### config.mk
export PLATFORM = sky130hd
export DESIGN_NAME = spis_regbuf_top
export DESIGN_NICKNAME = d
export VERILOG_FILES = /design/src/logic/spis_pkg.sv /design/src/logic/spi_word_port.sv /design/src/logic/word_fifo.sv /design/src/logic/spis_csr.sv /design/src/logic/avmm_word_port.sv /design/src/logic/spis_regbuf_top.sv
export SDC_FILE = /design/constraint.sdc
export NUM_CORES = 1
export LEC_CHECK = 0
export ABC_AREA = 1
export BUFFER_PORTS_ARGS = -buffer_cell sky130_fd_sc_hd__buf_2
export CORE_MARGIN = 5
export CORE_UTILIZATION = 40
export CTS_CLUSTER_DIAMETER = 200
export DETAILED_ROUTE_END_ITERATION = 10
export PLACE_DENSITY_LB_ADDON = 0.05
export SETUP_SLACK_MARGIN = 0.05
export SYNTH_ARGS = -nofsm -noshare
export SYNTH_HDL_FRONTEND = slang
export SYNTH_SLANG_ARGS = --single-unit
### constraint.sdc
create_clock -name s_avmm_clk -period 5.55 [get_ports s_avmm_clk]
set_input_delay 0.2775 -clock s_avmm_clk [delete_from_list [all_inputs] [get_ports s_avmm_clk]]
set_output_delay 0.2775 -clock s_avmm_clk [all_outputs]
set_load 0.1 [all_outputs]
### src/logic/spis_pkg.sv
/*
 * SPI slave register/buffer block constants
 * address map, word and count widths, buffer depth, CSR field positions
 */
package spis_pkg;

	//////////////////////////////
	// widths and depth
	localparam int data_w     = 32;
	localparam int addr_w     = 16;
	localparam int fifo_depth = 16;
	localparam int ptr_w      = $clog2(fifo_depth);
	localparam int cnt_w      = ptr_w + 1;     // counts 0..depth

	//////////////////////////////
	// address map
	localparam logic [addr_w-1:0] wbuf_lo    = 16'h0200;
	localparam logic [addr_w-1:0] wbuf_hi    = 16'h09ff;
	localparam logic [addr_w-1:0] rbuf_lo    = 16'h1000;
	localparam logic [addr_w-1:0] rbuf_hi    = 16'h17ff;
	localparam logic [addr_w-1:0] reg_cmd    = 16'h0000;
	localparam logic [addr_w-1:0] reg_status = 16'h0004;
	localparam logic [addr_w-1:0] reg_ctrl   = 16'h0008;

	localparam logic [data_w-1:0] empty_word = 32'hdeadbeef; // empty read buffer

	//////////////////////////////
	// command register fields
	localparam int cmd_brst_hi = 31;
	localparam int cmd_brst_lo = 24;
	localparam int cmd_sel_hi  = 20;
	localparam int cmd_sel_lo  = 19;
	localparam int cmd_ofs_hi  = 18;
	localparam int cmd_ofs_lo  = 2;
	localparam int cmd_rdnwr   = 1;
	localparam int cmd_vld     = 0;

	// status register fields
	localparam int st_wovf    = 0;
	localparam int st_wudf    = 1;
	localparam int st_rovf    = 2;
	localparam int st_rudf    = 3;
	localparam int st_wcnt_lo = 8;
	localparam int st_rcnt_lo = 16;

	// control register fields
	localparam int ctrl_wrst = 0;
	localparam int ctrl_rrst = 1;

endpackage

### src/logic/spi_word_port.sv
/*
 * SPI word port
 * takes one word access per four-phase req/ack handshake and routes it
 * to the write buffer, the read buffer or the CSR file
 */
`timescale 1ns/1ns

module spi_word_port (
	input  logic                          s_avmm_clk,
	input  logic                          s_avmm_rst_n,
	input  logic                          spi_req,
	input  logic                          spi_wr,
	input  logic [spis_pkg::addr_w-1:0]   spi_addr,
	input  logic [spis_pkg::data_w-1:0]   spi_wdata,
	output logic                          spi_ack,
	output logic [spis_pkg::data_w-1:0]   spi_rdata,
	output logic                          wbuf_push,
	output logic [spis_pkg::data_w-1:0]   wbuf_wdata,
	input  logic                          wbuf_full,
	output logic                          rbuf_pop,
	input  logic [spis_pkg::data_w-1:0]   rbuf_rdata,
	input  logic                          rbuf_empty,
	output logic                          csr_wr,
	output logic                          csr_rd,
	output logic [spis_pkg::addr_w-1:0]   csr_addr,
	output logic [spis_pkg::data_w-1:0]   csr_wdata,
	input  logic [spis_pkg::data_w-1:0]   csr_rdata
);

	logic req_meta;
	logic req_sync;
	logic req_dly;     // edge detect stage
	logic access;      // one cycle, fields are stable here
	logic access_dly;
	logic in_wbuf;
	logic in_rbuf;

	//////////////////////////////
	// req sync and ack sequence
	always_ff @(posedge s_avmm_clk or negedge s_avmm_rst_n) begin
		if (!s_avmm_rst_n) begin
			req_meta   <= 1'b0;
			req_sync   <= 1'b0;
			req_dly    <= 1'b0;
			access     <= 1'b0;
			access_dly <= 1'b0;
			spi_ack    <= 1'b0;
		end else begin
			req_meta   <= spi_req;
			req_sync   <= req_meta;
			req_dly    <= req_sync;
			access     <= req_sync & ~req_dly;
			access_dly <= access;
			if (access_dly)
				spi_ack <= 1'b1;
			else if (!req_dly)
				spi_ack <= 1'b0;   // master has dropped req
		end
	end

	// address windows
	assign in_wbuf = (spi_addr >= spis_pkg::wbuf_lo) && (spi_addr <= spis_pkg::wbuf_hi);
	assign in_rbuf = (spi_addr >= spis_pkg::rbuf_lo) && (spi_addr <= spis_pkg::rbuf_hi);

	// the write buffer drops a push when full and flags it
	assign wbuf_push  = access & spi_wr & in_wbuf;
	assign wbuf_wdata = spi_wdata;
	assign rbuf_pop   = access & ~spi_wr & in_rbuf;

	assign csr_wr    = access & spi_wr & ~in_wbuf;
	assign csr_rd    = access & ~spi_wr & ~in_rbuf;
	assign csr_addr  = spi_addr;
	assign csr_wdata = spi_wdata;

	//////////////////////////////
	// read data, held through ack
	always_ff @(posedge s_avmm_clk) begin
		if (access) begin
			if (spi_wr)
				spi_rdata <= {{(spis_pkg::data_w-1){1'b0}}, in_wbuf & wbuf_full}; // drop status
			else if (!in_rbuf)
				spi_rdata <= csr_rdata;
			else if (rbuf_empty)
				spi_rdata <= spis_pkg::empty_word;
			else
				spi_rdata <= rbuf_rdata;   // fall-through head word
		end
	end

endmodule

### src/logic/word_fifo.sv
/*
 * word FIFO
 * register array buffer with fill count, full/empty, over/underflow
 * pulses and a synchronous soft reset
 */
`timescale 1ns/1ns

module word_fifo (
	input  logic                          s_avmm_clk,
	input  logic                          s_avmm_rst_n,
	input  logic                          soft_rst,
	input  logic                          push,
	input  logic [spis_pkg::data_w-1:0]   wdata,
	input  logic                          pop,
	output logic [spis_pkg::data_w-1:0]   rdata,
	output logic [spis_pkg::cnt_w-1:0]    count,
	output logic                          full,
	output logic                          empty,
	output logic                          overflow_pulse,
	output logic                          underflow_pulse
);

	logic [spis_pkg::data_w-1:0] mem [spis_pkg::fifo_depth];
	logic [spis_pkg::ptr_w-1:0]  wr_ptr;
	logic [spis_pkg::ptr_w-1:0]  rd_ptr;
	logic                        do_push;
	logic                        do_pop;

	assign full  = (count == spis_pkg::cnt_w'(spis_pkg::fifo_depth));
	assign empty = (count == '0);

	assign do_push = push & ~full;
	assign do_pop  = pop & ~empty;

	// rejected accesses
	assign overflow_pulse  = push & full;
	assign underflow_pulse = pop & empty;

	assign rdata = mem[rd_ptr];   // first word falls through

	//////////////////////////////
	// storage
	always_ff @(posedge s_avmm_clk) begin
		if (do_push)
			mem[wr_ptr] <= wdata;
	end

	//////////////////////////////
	// pointers and count
	always_ff @(posedge s_avmm_clk or negedge s_avmm_rst_n) begin
		if (!s_avmm_rst_n) begin
			wr_ptr <= '0;
			rd_ptr <= '0;
			count  <= '0;
		end else if (soft_rst) begin
			wr_ptr <= '0;
			rd_ptr <= '0;
			count  <= '0;
		end else begin
			if (do_push)
				wr_ptr <= wr_ptr + 1'b1;   // wraps at depth
			if (do_pop)
				rd_ptr <= rd_ptr + 1'b1;
			case ({do_push, do_pop})
				2'b10:   count <= count + 1'b1;
				2'b01:   count <= count - 1'b1;
				default: count <= count;
			endcase
		end
	end

endmodule

### src/logic/spis_csr.sv
/*
 * SPI slave CSR file
 * command register driving the channel engine, status with sticky
 * buffer flags and fill counts, self-clearing buffer soft resets
 */
`timescale 1ns/1ns

module spis_csr (
	input  logic                          s_avmm_clk,
	input  logic                          s_avmm_rst_n,
	input  logic                          csr_wr,
	input  logic                          csr_rd,
	input  logic [spis_pkg::addr_w-1:0]   csr_addr,
	input  logic [spis_pkg::data_w-1:0]   csr_wdata,
	output logic [spis_pkg::data_w-1:0]   csr_rdata,
	input  logic [spis_pkg::cnt_w-1:0]    wbuf_count,
	input  logic [spis_pkg::cnt_w-1:0]    rbuf_count,
	input  logic                          wbuf_ovf_pulse,
	input  logic                          wbuf_udf_pulse,
	input  logic                          rbuf_ovf_pulse,
	input  logic                          rbuf_udf_pulse,
	output logic                          wbuf_soft_rst,
	output logic                          rbuf_soft_rst,
	input  logic                          avmm_done,
	output logic [spis_pkg::cmd_brst_hi-spis_pkg::cmd_brst_lo:0] avmm_brstlen,
	output logic [spis_pkg::cmd_sel_hi-spis_pkg::cmd_sel_lo:0]   avmm_sel,
	output logic [spis_pkg::cmd_ofs_hi-spis_pkg::cmd_ofs_lo:0]   avmm_offset,
	output logic                          avmm_rdnwr,
	output logic                          avmm_transvld
);

	logic [spis_pkg::data_w-1:0]  cmd_q;
	logic [spis_pkg::st_rudf:0]   sticky;
	logic [spis_pkg::st_rudf:0]   sticky_set;
	logic [spis_pkg::st_rudf:0]   sticky_clr;
	logic [spis_pkg::data_w-1:0]  status_word;
	logic [spis_pkg::data_w-1:0]  ctrl_word;
	logic                         cmd_wr;
	logic                         status_wr;
	logic                         ctrl_wr;

	assign cmd_wr    = csr_wr & (csr_addr == spis_pkg::reg_cmd);
	assign status_wr = csr_wr & (csr_addr == spis_pkg::reg_status);
	assign ctrl_wr   = csr_wr & (csr_addr == spis_pkg::reg_ctrl);

	//////////////////////////////
	// command register
	always_ff @(posedge s_avmm_clk or negedge s_avmm_rst_n) begin
		if (!s_avmm_rst_n) begin
			cmd_q <= '0;
		end else if (cmd_wr) begin
			cmd_q <= csr_wdata;
		end else if (avmm_done) begin
			cmd_q[spis_pkg::cmd_vld] <= 1'b0;   // engine finished the transaction
		end
	end

	assign avmm_brstlen  = cmd_q[spis_pkg::cmd_brst_hi:spis_pkg::cmd_brst_lo];
	assign avmm_sel      = cmd_q[spis_pkg::cmd_sel_hi:spis_pkg::cmd_sel_lo];
	assign avmm_offset   = cmd_q[spis_pkg::cmd_ofs_hi:spis_pkg::cmd_ofs_lo];
	assign avmm_rdnwr    = cmd_q[spis_pkg::cmd_rdnwr];
	assign avmm_transvld = cmd_q[spis_pkg::cmd_vld];

	//////////////////////////////
	// sticky flags, write 1 to clear
	always_comb begin
		sticky_set                    = '0;
		sticky_set[spis_pkg::st_wovf] = wbuf_ovf_pulse;
		sticky_set[spis_pkg::st_wudf] = wbuf_udf_pulse;
		sticky_set[spis_pkg::st_rovf] = rbuf_ovf_pulse;
		sticky_set[spis_pkg::st_rudf] = rbuf_udf_pulse;
	end

	assign sticky_clr = status_wr ? csr_wdata[spis_pkg::st_rudf:0] : '0;

	always_ff @(posedge s_avmm_clk or negedge s_avmm_rst_n) begin
		if (!s_avmm_rst_n)
			sticky <= '0;
		else
			sticky <= (sticky & ~sticky_clr) | sticky_set;   // a new event wins
	end

	//////////////////////////////
	// soft reset strobes
	always_ff @(posedge s_avmm_clk or negedge s_avmm_rst_n) begin
		if (!s_avmm_rst_n) begin
			wbuf_soft_rst <= 1'b0;
			rbuf_soft_rst <= 1'b0;
		end else begin
			wbuf_soft_rst <= ctrl_wr & csr_wdata[spis_pkg::ctrl_wrst];
			rbuf_soft_rst <= ctrl_wr & csr_wdata[spis_pkg::ctrl_rrst];
		end
	end

	// read values
	always_comb begin
		status_word = '0;
		status_word[spis_pkg::st_rudf:0] = sticky;
		status_word[spis_pkg::st_wcnt_lo +: spis_pkg::cnt_w] = wbuf_count;
		status_word[spis_pkg::st_rcnt_lo +: spis_pkg::cnt_w] = rbuf_count;

		ctrl_word = '0;
		ctrl_word[spis_pkg::ctrl_wrst] = wbuf_soft_rst;
		ctrl_word[spis_pkg::ctrl_rrst] = rbuf_soft_rst;
	end

	always_comb begin
		csr_rdata = '0;
		if (csr_rd) begin
			case (csr_addr)
				spis_pkg::reg_cmd:    csr_rdata = cmd_q;
				spis_pkg::reg_status: csr_rdata = status_word;
				spis_pkg::reg_ctrl:   csr_rdata = ctrl_word;
				default:              csr_rdata = '0;   // unmapped
			endcase
		end
	end

endmodule

### src/logic/avmm_word_port.sv
/*
 * AVMM word port
 * four-phase req/ack port for the channel engine, fills the read
 * buffer on writes and drains the write buffer on reads
 */
`timescale 1ns/1ns

module avmm_word_port (
	input  logic                          s_avmm_clk,
	input  logic                          s_avmm_rst_n,
	input  logic                          avb_req,
	input  logic                          avb_wr,
	input  logic [spis_pkg::data_w-1:0]   avb_wdata,
	output logic                          avb_ack,
	output logic [spis_pkg::data_w-1:0]   avb_rdata,
	output logic                          rbuf_push,
	output logic [spis_pkg::data_w-1:0]   rbuf_wdata,
	input  logic                          rbuf_full,
	output logic                          wbuf_pop,
	input  logic [spis_pkg::data_w-1:0]   wbuf_rdata,
	input  logic                          wbuf_empty
);

	logic req_meta;
	logic req_sync;
	logic req_dly;
	logic access;
	logic access_dly;

	//////////////////////////////
	// req sync and ack sequence
	always_ff @(posedge s_avmm_clk or negedge s_avmm_rst_n) begin
		if (!s_avmm_rst_n) begin
			req_meta   <= 1'b0;
			req_sync   <= 1'b0;
			req_dly    <= 1'b0;
			access     <= 1'b0;
			access_dly <= 1'b0;
			avb_ack    <= 1'b0;
		end else begin
			req_meta   <= avb_req;
			req_sync   <= req_meta;
			req_dly    <= req_sync;
			access     <= req_sync & ~req_dly;   // rising edge of req
			access_dly <= access;
			if (access_dly)
				avb_ack <= 1'b1;
			else if (!req_dly)
				avb_ack <= 1'b0;
		end
	end

	// full and empty are handled inside the FIFO, which also flags them
	assign rbuf_push  = access & avb_wr;
	assign rbuf_wdata = avb_wdata;
	assign wbuf_pop   = access & ~avb_wr;

	//////////////////////////////
	// read data
	always_ff @(posedge s_avmm_clk) begin
		if (access) begin
			if (avb_wr)
				avb_rdata <= {{(spis_pkg::data_w-1){1'b0}}, rbuf_full};  // word dropped
			else if (wbuf_empty)
				avb_rdata <= '0;
			else
				avb_rdata <= wbuf_rdata;
		end
	end

endmodule

### src/logic/spis_regbuf_top.sv
/*
 * SPI slave register and buffer block
 * SPI and AVMM word ports around two word buffers and the CSR file
 */
`timescale 1ns/1ns

module spis_regbuf_top (
	input  logic                          s_avmm_clk,
	input  logic                          s_avmm_rst_n,
	// SPI word side
	input  logic                          spi_req,
	input  logic                          spi_wr,
	input  logic [spis_pkg::addr_w-1:0]   spi_addr,
	input  logic [spis_pkg::data_w-1:0]   spi_wdata,
	output logic                          spi_ack,
	output logic [spis_pkg::data_w-1:0]   spi_rdata,
	// AVMM word side
	input  logic                          avb_req,
	input  logic                          avb_wr,
	input  logic [spis_pkg::data_w-1:0]   avb_wdata,
	output logic                          avb_ack,
	output logic [spis_pkg::data_w-1:0]   avb_rdata,
	// channel engine
	input  logic                          avmm_done,
	output logic [spis_pkg::cmd_brst_hi-spis_pkg::cmd_brst_lo:0] avmm_brstlen,
	output logic [spis_pkg::cmd_sel_hi-spis_pkg::cmd_sel_lo:0]   avmm_sel,
	output logic [spis_pkg::cmd_ofs_hi-spis_pkg::cmd_ofs_lo:0]   avmm_offset,
	output logic                          avmm_rdnwr,
	output logic                          avmm_transvld
);

	// write buffer, SPI in / AVMM out
	logic                         wbuf_push, wbuf_pop, wbuf_full, wbuf_empty;
	logic [spis_pkg::data_w-1:0]  wbuf_wdata, wbuf_rdata;
	logic [spis_pkg::cnt_w-1:0]   wbuf_count;
	logic                         wbuf_ovf, wbuf_udf, wbuf_soft_rst;
	// read buffer, AVMM in / SPI out
	logic                         rbuf_push, rbuf_pop, rbuf_full, rbuf_empty;
	logic [spis_pkg::data_w-1:0]  rbuf_wdata, rbuf_rdata;
	logic [spis_pkg::cnt_w-1:0]   rbuf_count;
	logic                         rbuf_ovf, rbuf_udf, rbuf_soft_rst;
	// CSR access
	logic                         csr_wr, csr_rd;
	logic [spis_pkg::addr_w-1:0]  csr_addr;
	logic [spis_pkg::data_w-1:0]  csr_wdata, csr_rdata;

	spi_word_port u_spi_port (
		.s_avmm_clk, .s_avmm_rst_n,
		.spi_req, .spi_wr, .spi_addr, .spi_wdata, .spi_ack, .spi_rdata,
		.wbuf_push, .wbuf_wdata, .wbuf_full,
		.rbuf_pop, .rbuf_rdata, .rbuf_empty,
		.csr_wr, .csr_rd, .csr_addr, .csr_wdata, .csr_rdata
	);

	word_fifo u_wbuf (
		.s_avmm_clk, .s_avmm_rst_n,
		.soft_rst        (wbuf_soft_rst),
		.push            (wbuf_push),
		.wdata           (wbuf_wdata),
		.pop             (wbuf_pop),
		.rdata           (wbuf_rdata),
		.count           (wbuf_count),
		.full            (wbuf_full),
		.empty           (wbuf_empty),
		.overflow_pulse  (wbuf_ovf),
		.underflow_pulse (wbuf_udf)
	);

	word_fifo u_rbuf (
		.s_avmm_clk, .s_avmm_rst_n,
		.soft_rst        (rbuf_soft_rst),
		.push            (rbuf_push),
		.wdata           (rbuf_wdata),
		.pop             (rbuf_pop),
		.rdata           (rbuf_rdata),
		.count           (rbuf_count),
		.full            (rbuf_full),
		.empty           (rbuf_empty),
		.overflow_pulse  (rbuf_ovf),
		.underflow_pulse (rbuf_udf)
	);

	spis_csr u_csr (
		.s_avmm_clk, .s_avmm_rst_n,
		.csr_wr, .csr_rd, .csr_addr, .csr_wdata, .csr_rdata,
		.wbuf_count, .rbuf_count,
		.wbuf_ovf_pulse (wbuf_ovf),
		.wbuf_udf_pulse (wbuf_udf),
		.rbuf_ovf_pulse (rbuf_ovf),
		.rbuf_udf_pulse (rbuf_udf),
		.wbuf_soft_rst, .rbuf_soft_rst,
		.avmm_done, .avmm_brstlen, .avmm_sel, .avmm_offset, .avmm_rdnwr, .avmm_transvld
	);

	avmm_word_port u_avmm_port (
		.s_avmm_clk, .s_avmm_rst_n,
		.avb_req, .avb_wr, .avb_wdata, .avb_ack, .avb_rdata,
		.rbuf_push, .rbuf_wdata, .rbuf_full,
		.wbuf_pop, .wbuf_rdata, .wbuf_empty
	);

endmodule

After elaboration in Yosys (flattened, before gate mapping) --
Memories as Yosys holds them, arrays and structs flattened. Cells that the tools add are included.
Storage, ports and cells: bits in registers 140, memories 2, RAM bits 1024, logic and storage cells 131
Memory list:
- u_rbuf.mem | depth 16, width 32, rd ports 1, clocked after Yosys merged registers in 0, write ports 1, RTL line word_fifo.sv:23 | logic [spis_pkg::data_w-1:0] mem [spis_pkg::fifo_depth];
- u_wbuf.mem | depth 16, width 32, rd ports 1, clocked after Yosys merged registers in 0, write ports 1, RTL line word_fifo.sv:23
Operators by class: equal/unequal tests 10, multiplexer cells 30, order comparisons 4, bitwise operators 37, reductions and logical operators 13, $add $sub $neg 8
Operator list (number):
- $mux W32 | 3
- $pmux W32 S3 | 1
- $mux W4 | 9
- $and A1 B1 Y1 | 24
- $pmux W5 S2 | 2
- $add A4 B1 Y4 const B | 4
- $eq A16 B3 Y1 const B | 1
- $eq A16 B4 Y1 const B | 1
- $ge A16 B10 Y1 const B | 1
- $ge A16 B13 Y1 const B | 1
- $le A16 B12 Y1 const B | 1
- $le A16 B13 Y1 const B | 1
- $logic_not A16 Y1 | 1
- $mux W1 | 13
- $add A5 B1 Y5 const B | 2
- $eq A5 B5 Y1 const B | 2
- $logic_not A5 Y1 | 2
- $mux W5 | 2
- $not A1 Y1 | 10
- $reduce_bool A2 Y1 | 5
- $sub A5 B1 Y5 const B | 2
- $reduce_bool A3 Y1 | 2
- $and A4 B4 Y4 | 1
- $eq A2 B1 Y1 const B | 2
- other kinds (6) | 9

Depth between registers and ports, before layout --
Gate-level depths: netlist of the first run.
depth after elaboration 9, gate-level depth with buffers 15, mapped depth without buffers 14

Hierarchy --
A second synthesis of the first run with hierarchy kept.
Second synthesis, totals: cells, all modules 3715, area, all modules 47753.3 um2
By module, submodules not included:
- word_fifo | sequential area each 15700.1 um2, cells each 1491, area each 20681.1 um2, times used 2
- spi_word_port | sequential area each 1111.1 um2, cells each 271, area each 2426.1 um2, times used 1
- spis_csr | sequential area each 950.9 um2, cells each 315, area each 2205.9 um2, times used 1
- avmm_word_port | sequential area each 1111.1 um2, cells each 147, area each 1759.2 um2, times used 1

Worst setup path after synthesis of the first run --
Ideal clock, no wire load.
kind register -> register, start point register u_spi_port.access, end point memory u_wbuf.mem[3][0] (netlist bit) (enable), library setup time 0.461 ns, cell stages (with the launch flop) 7, data arrival time 3.932 ns, period minus slack after synthesis 4.393 ns, slack 1.157 ns, path buffers 0, cells stage by stage dfrtp_1 -> nand2_1 -> inv_1 -> nand3_1 -> inv_2 -> nand2_1 -> nor3_1
Between the ends: longest elaborated chain between the ends 5
RTL lines:
- from (decl) | RTL line spi_word_port.sv:33 | logic access;
- from (signal assigned) | RTL line spi_word_port.sv:52 | access <= req_sync & ~req_dly;
- $and A1 B1 Y1 (2 in series) | RTL line spi_word_port.sv:66 | assign wbuf_push = access & spi_wr & in_wbuf;
- $and A1 B1 Y1 | RTL line word_fifo.sv:32 | assign do_push = push & ~full;
- $mux W1 | RTL line word_fifo.sv:44 | if (do_push)
- $mux W1 (implied by the code) | RTL line word_fifo.sv:45 | mem[wr_ptr] <= wdata;
- to (decl) | RTL line word_fifo.sv:23
Every way passes these cells.

Worst setup path after layout of the first run --
start point register u_wbuf.count[1] (netlist bit), end point register u_wbuf.count[4] (netlist bit)
Between the ends: longest elaborated chain between the ends 6, elaborated cells between the ends (all ways) 13, classes of those cells add/sub (2); eq/ne (3); mux (2); bitwise (4); reduce/logical (2)
RTL lines:
- from (decl) | RTL line word_fifo.sv:16 | output logic [spis_pkg::cnt_w-1:0] count,
- from (signal assigned) | RTL line word_fifo.sv:65 | 2'b10: count <= count + 1'b1;
- from (signal assigned) | RTL line word_fifo.sv:66 | 2'b01: count <= count - 1'b1;
- from (signal assigned) | RTL line word_fifo.sv:67 | default: count <= count;
- $eq A5 B5 Y1 or $logic_not A5 Y1 (tied branches) | RTL line word_fifo.sv:29, word_fifo.sv:30
- $not A1 Y1, on equally long branches | RTL line word_fifo.sv:32, word_fifo.sv:33
- $and A1 B1 Y1, on equally long branches | RTL line word_fifo.sv:32, word_fifo.sv:33
- $eq A2 B1 Y1 or $eq A2 B2 Y1 (tied branches) | RTL line word_fifo.sv:64 | case ({do_push, do_pop})
- $pmux W5 S2 | RTL line word_fifo.sv:64
- $mux W5 | RTL line word_fifo.sv:55 | end else if (soft_rst) begin
Several ways; a longest one is shown, not always the timed one. A chain may end at the register's enable or synchronous reset.

==> results.cfg, run 1 <==
[pwr]
power.share.combinational_pct = 20.0
power_density_mw_per_mm2 = 425
total_power_mw = 22.9
p_sw_mw = 7.06
ir_worst_vdd_mv = 0.294
p_leak_nw = 18.6
switching_share_pct = 30.8
clockPowerShare_pct = 36.1
power_frac_seq_pct = 43.9
intPower_mw = 15.8

[grt]
track_usage_pct = 22.4
grt_pass1_wl_um = 203000
antenna_found_initial = 8
grt_pass1_vias = 28900
grt_overflow_total = 0
grt_start_max_net_pins = 144

[final_layout]
fillers = 10600
fin_util_pct = 46.4
nNetsFinal = 4059
final_area_mm2 = 0.0538
stdcell_count = 5579
syn2layout_area_growth_pct = 15.3
layout-drive-gt1-share_pct = 11.9

[cts]
post_cts_buffers = 0
cts_resized = 0
clockRootBuffer = clkbuf_16
clock_latency_ns = 0.72
cts_buffers = 134
cts_htree_levels = 4
clk_pin_slew_ns = 0.06
cts_tree = yes
clock_sinks = 1164
cts_buffer_depth = 3

[sta]
setup_violations = 0
rsz0062_at_grt = no
slew_headroom_pct = 11.9
max_freq_mhz = 260
timing.final.max_slew_violations = 0
layout_min_cycle_time_ns = 3.84
min_period_over_period_pct = 69.2
worst_slack_ns = 1.71
tns_ns = 0
hold_viol_final = 0
skew_ns = 0.0220
holdWs_ns = 0.0391
worstMarginPinSlew_ns = 1.32

[critical_path]
cp-start-kind = flip-flop
critPathArrivalTime_ns = 4.43
critPathKind = flip-flop to flip-flop
r2r_setup_slack_ns = 1.71
worst_ep_required_time_ns = 6.14
worst-path-max-fanout = 26
r2r-start = u_wbuf.count[1]
r2r_cells = 14
regToRegEndpoint = u_wbuf.count[4]
crit_path_cell_trace = nor4_1 -> nand2_1 -> nand2_2 -> inv_1 -> nand2_1 -> inv_1 -> ha_1 -> xor2_1 -> ha_1 -> a21o_1 -> nand2_1 -> o21ai_1 -> xor2_1 -> o22ai_1
crit_path_end_kind = flip-flop
cpMostUsedCell = nand2_1
crit_slowest_cell = nand2_2
max_stage_delay_ns = 0.69

[die]
die_x_um = 352
die_area_mm2 = 0.124
ios = 182
start_util_pct = 40.2
rows = 125
dieHeight_um = 352
design.core.area_mm2 = 0.116

[yosys]
synth_top_area_share_pct = 70.0
ys_top_cells_by_area = edfxtp_1 (70%), nor2_1 (5.6%), o21ai_0 (5.4%)
synthCells = 3768
synth_seq_cells = 1164
synth.yosys.warnings = 0
syn_area_per_cell_um2 = 12.4
synth_cell_types = 33
synth_nets = 3873
syn_area_mm2 = 0.0467
synth_top_area_cell = edfxtp_1
ys_seq_area_share_pct = 74.0

[drt]
ant_nets = 0
drt-pass1-iter-count = 8
drt-wirelength-per-cell_um = 25.1
drc = 0
vias = 30100
drt-vias-per-instance = 5.39
routed_wl_um = 140000
drtIter0Drc = 2631

[min_path]
hold_depth = 1
worstHoldStart = spi_wdata[18]
holdPathEnd = u_wbuf.mem[4][18]
min_path_type = input pin to flip-flop

[place]
place_hpwl_um = 80000
dpl_worst_slack_ns = 1.81
placedCellCount = 5279
gp_congestion = 0.774
dpl_cell_area_mm2 = 0.0491
io_buffers = 181

[run]
maxCapViolations = 0

[run_status]
status = complete, no violations
cell families after synthesis:
| group | count (synthesis) | share of synthesized area [%] |
|---|---|---|
| and+or+nand+nor | 1373 | 11.9 |
| buffers and inverters | 392 | 3.57 |
| AOI/OAI and AO/OA | 807 | 9.72 |
| adders and majority gates | 18 | 0.498 |
| DFF | 1164 | 74.0 |
| xor gates and xnor gates | 14 | 0.263 |
power by group through the flow:
stage	registers (mW)	clock network [mW]	logic, mW
after floorplan	10.5	0	2.68
after global placement	10.2	0	4.61
after detailed placement	10.2	0	4.58
after CTS	10.1	8.45	4.64
after global routing	10.1	8.83	5.04
final	10.1	8.25	4.58
metal layers:
layer  up-vias  global-route usage [%]  wire [µm]
met5         -                       0          0
met3       172                    4.27       8730
li1      13900                       -          -
met4         0                    5.55       2980
met2       882                    37.1      67600
met1     15100                    30.8      60600
synth_stat cells, drive strengths merged:
| cell type | instances |
|---|---|
| a31oi | 1 |
| xor2 | 10 |
| nand2 | 386 |
| edfxtp | 1088 |
| nand4 | 5 |
| buf | 121 |
| clkinv | 1 |
| a21o | 3 |
| o21ai | 512 |
| o221ai | 56 |
| a21oi | 108 |
| o22ai | 29 |
| fa | 1 |
| clkbuf | 135 |
| dfrtp | 76 |
| inv | 135 |
| nor4 | 1 |
| nor2 | 699 |
| o211ai | 98 |
| xnor2 | 4 |
| nor3 | 4 |
| nand3 | 278 |
| ha | 17 |
state kept, by name, indices dropped and copies added, names as in the netlist, 4 cells and up:
name	flops
u_rbuf.rd_ptr	4
u_csr.sticky	4
u_wbuf.mem	512
u_spi_port.spi_rdata	32
u_rbuf.count	5
u_wbuf.wr_ptr	4
u_csr.cmd_q	32
u_rbuf.mem	512
u_rbuf.wr_ptr	4
u_wbuf.rd_ptr	4
u_avmm_port.avb_rdata	32
u_wbuf.count	5
layout make-up:
cell class                 count  area (µm²)  area share [%]
sequential                  1164       34600            64.3
multi-input combinational   2212       10700            19.9
clock buffer                 185        3740            6.95
timing repair buffer         306        2030            3.77
tap                         1524        1910            3.54
inverter                     136         531           0.986
clock inverter                49         308           0.572
antenna                        3        7.51          0.0139
critical path: cells and delay by family (launching register included):
kind / cells / cell delay [ns]
simple gates: 5 / 1.62
fa+ha+maj: 2 / 0.46
xor+xnor: 2 / 0.40
buf+inv: 2 / 0.45
compound gates: 3 / 0.37
flops: 1 / 0.43
worst max path at each step:
stage,start,end,cells past startpoint
global route,u_wbuf.count[1],u_wbuf.count[4],14
detailed placement,u_wbuf.count[1],u_wbuf.count[4],14
global placement,u_wbuf.count[1],u_wbuf.count[4],14
finish,u_wbuf.count[1],u_wbuf.count[4],14
floorplan,u_spi_port.access,u_wbuf.mem[3][0],6
CTS,u_wbuf.count[1],u_wbuf.count[4],14
layout by cell type (no fill, tap or decap), types with 61 or more instances in the layout:
cell	instances
nand3_1	278
dfrtp_1	66
buf_2	180
inv_1	124
nand2_1	384
a21oi_1	108
buf_4	61
edfxtp_1	1088
dlygate4sd3_1	63
o211ai_1	98
nor2_1	663
clkbuf_16	140
o21ai_0	502
timing repair:
item	4_1_cts	5_1_grt
hold buffers	63	0
endpoints found under the hold margin	903	0
endpoints found under the setup margin	0	0
Note: power is estimated with default switching activity, not from simulation.
==> run 2, diff against run 1 <==
Clock period 5.55 ns to 3.3 ns, I/O delays scaled along.
==> run 2 against run 1 <==
Against the previous run: sequential cell count unchanged; cell count increased by 1.3%; hold slack improved by 0.038 ns; critical path type unchanged; largest power group unchanged; highest routed layer is now met5.
==> results.cfg, run 2 (synthesis results as in run 1) <==
[final_layout]
layout-drive-gt1-share_pct = 13.0
most-common-layout-cells = edfxtp_1 (1088), nor2_1 (663), o21ai_0 (502), nand2_1 (384), nand3_1 (278)
layout_commonest_cell = edfxtp_1
stdcell_count = 5652
reg.largest.list = u_rbuf.mem x512, u_wbuf.mem x512
final_area_mm2 = 0.0548
fin_util_pct = 47.2
syn2layout_area_growth_pct = 17.3
nNetsFinal = 4127

[grt]
grt_pass1_vias = 29300
track_usage_pct = 21.9
antenna_found_initial = 10
grt_overflow_total = 0
grt_start_max_net_pins = 117
grt_pass1_wl_um = 200000

[die]
ios = 182
die_x_um = 352
dieHeight_um = 352
die_area_mm2 = 0.124
design.core.area_mm2 = 0.116
start_util_pct = 40.2
rows = 125

[sta]
rsz0062_at_grt = no
tns_ns = 0
worst_slack_ns = 0.420
slew_headroom_pct = 40.8
hold_viol_final = 0
max_freq_mhz = 347
timing.final.max_slew_violations = 0
worstMarginPinSlew_ns = 0.888
min_period_over_period_pct = 87.3
layout_min_cycle_time_ns = 2.88
setup_violations = 0
skew_ns = 0.0234
holdWs_ns = 0.0775

[critical_path]
worst_ep_required_time_ns = 3.90
crit_path_end_kind = flip-flop
worst-path-max-fanout = 8
critPathArrivalTime_ns = 3.48
crit_slowest_cell = nor4_1
crit_path_cell_trace = nor4_1 -> nand2_1 -> nand2_2 -> inv_1 -> nand2_1 -> inv_1 -> ha_1 -> xor2_1 -> ha_1 -> a21o_1 -> nand2_1 -> o21ai_1 -> xor2_1 -> o22ai_1
cp-start-kind = flip-flop
max_stage_delay_ns = 0.49
critPathKind = flip-flop to flip-flop
cpMostUsedCell = nand2_1

[drt]
drc = 0
drt-wirelength-per-cell_um = 24.1
vias = 29900
routed_wl_um = 136000
drtIter0Drc = 2478
drt-vias-per-instance = 5.29
ant_nets = 0
drt-pass1-iter-count = 5

[cts]
cts_resized = 0
clock_latency_ns = 0.73
clock_sinks = 1164
clockRootBuffer = clkbuf_16
cts_htree_levels = 4
post_cts_buffers = 0
cts_tree = yes
cts_buffer_depth = 3
clk_pin_slew_ns = 0.06
cts_buffers = 132

[pwr]
total_power_mw = 38.3
p_sw_mw = 11.7
power_density_mw_per_mm2 = 699
clockPowerShare_pct = 35.6
power_frac_seq_pct = 43.8
intPower_mw = 26.6
ir_worst_vdd_mv = 0.611
p_leak_nw = 19.0
switching_share_pct = 30.4
power.share.combinational_pct = 20.5

[place]
dpl_worst_slack_ns = 0.459
dpl_cell_area_mm2 = 0.0500
io_buffers = 181
place_hpwl_um = 80400
placedCellCount = 5337
gp_congestion = 0.806

[run_status]
status = complete, no violations

[run]
maxCapViolations = 0

[min_path]
min_path_type = input pin to flip-flop
-- run 2: cell count changes in the layout (fill, tap and decap cells not counted), sizes merged, moves of 2 or more --
cell / previous run / this run
buf: 243 / 301
clkbuf: 185 / 182
dlygate4sd3: 63 / 75
clkinv: 42 / 45
diode: 3 / 5
-- run 2: power groups by stage --
stage | Combinational, mW | Clock, mW | Sequential (mW)
CTS | 7.97 | 14.0 | 16.8
floorplan | 4.53 | 0 | 17.6
global route | 8.69 | 14.6 | 16.8
finish | 7.85 | 13.6 | 16.8
detailed placement | 7.87 | 0 | 17.1
global placement | 7.89 | 0 | 17.1
-- run 2: layer usage --
| layer | global-route usage [%] | wire length (µm) | vias up |
|---|---|---|---|
| met5 | 0 | 27 | - |
| met4 | 5.92 | 2930 | 4 |
| met3 | 2.97 | 6320 | 184 |
| met2 | 36.8 | 66700 | 753 |
| met1 | 30.3 | 60100 | 14900 |
| li1 | - | - | 14100 |
-- run 2: cell type report --
cell class	count	area, µm²
Tap cell	1524	1910
Clock buffer	182	3620
Inverter	136	528
Clock inverter	53	369
Multi-Input combinational cell	2212	10700
Timing Repair Buffer	376	3040
Antenna cell	5	12.5
Sequential cell	1164	34600
Fill cell	10500	61300
-- run 2: final timing paths --
kind	start	to	cells past startpoint	slack (ns)
setup / recovery	u_wbuf.count[1]	u_wbuf.count[4]	14	0.42
hold / removal	avb_req	u_avmm_port.req_meta	2	0.08
setup reg to reg	u_wbuf.count[1]	u_wbuf.count[4]	14	0.42
hold reg to reg	u_spi_port.req_meta	u_spi_port.req_sync	0	0.35
max in group asynchronous	s_avmm_rst_n	u_avmm_port.access	3	2.35
min in group asynchronous	s_avmm_rst_n	u_csr.cmd_q[2]	2	0.10
-- run 2: worst max-delay path: cells and delay by family, from the launching register on --
kind | cells | cell delay, ns
buffers and inverters | 2 | 0.22
DFF | 1 | 0.43
and+or+nand+nor | 5 | 0.93
adders and majority gates | 2 | 0.46
AOI/OAI and AO/OA | 3 | 0.35
xor gates and xnor gates | 2 | 0.38
-- run 2: repair_timing --
action / 4_1_cts / 5_1_grt
endpoints found under the setup margin: 0 / 0
endpoints found under the hold margin: 1128 / 0
hold buffers: 75 / 0
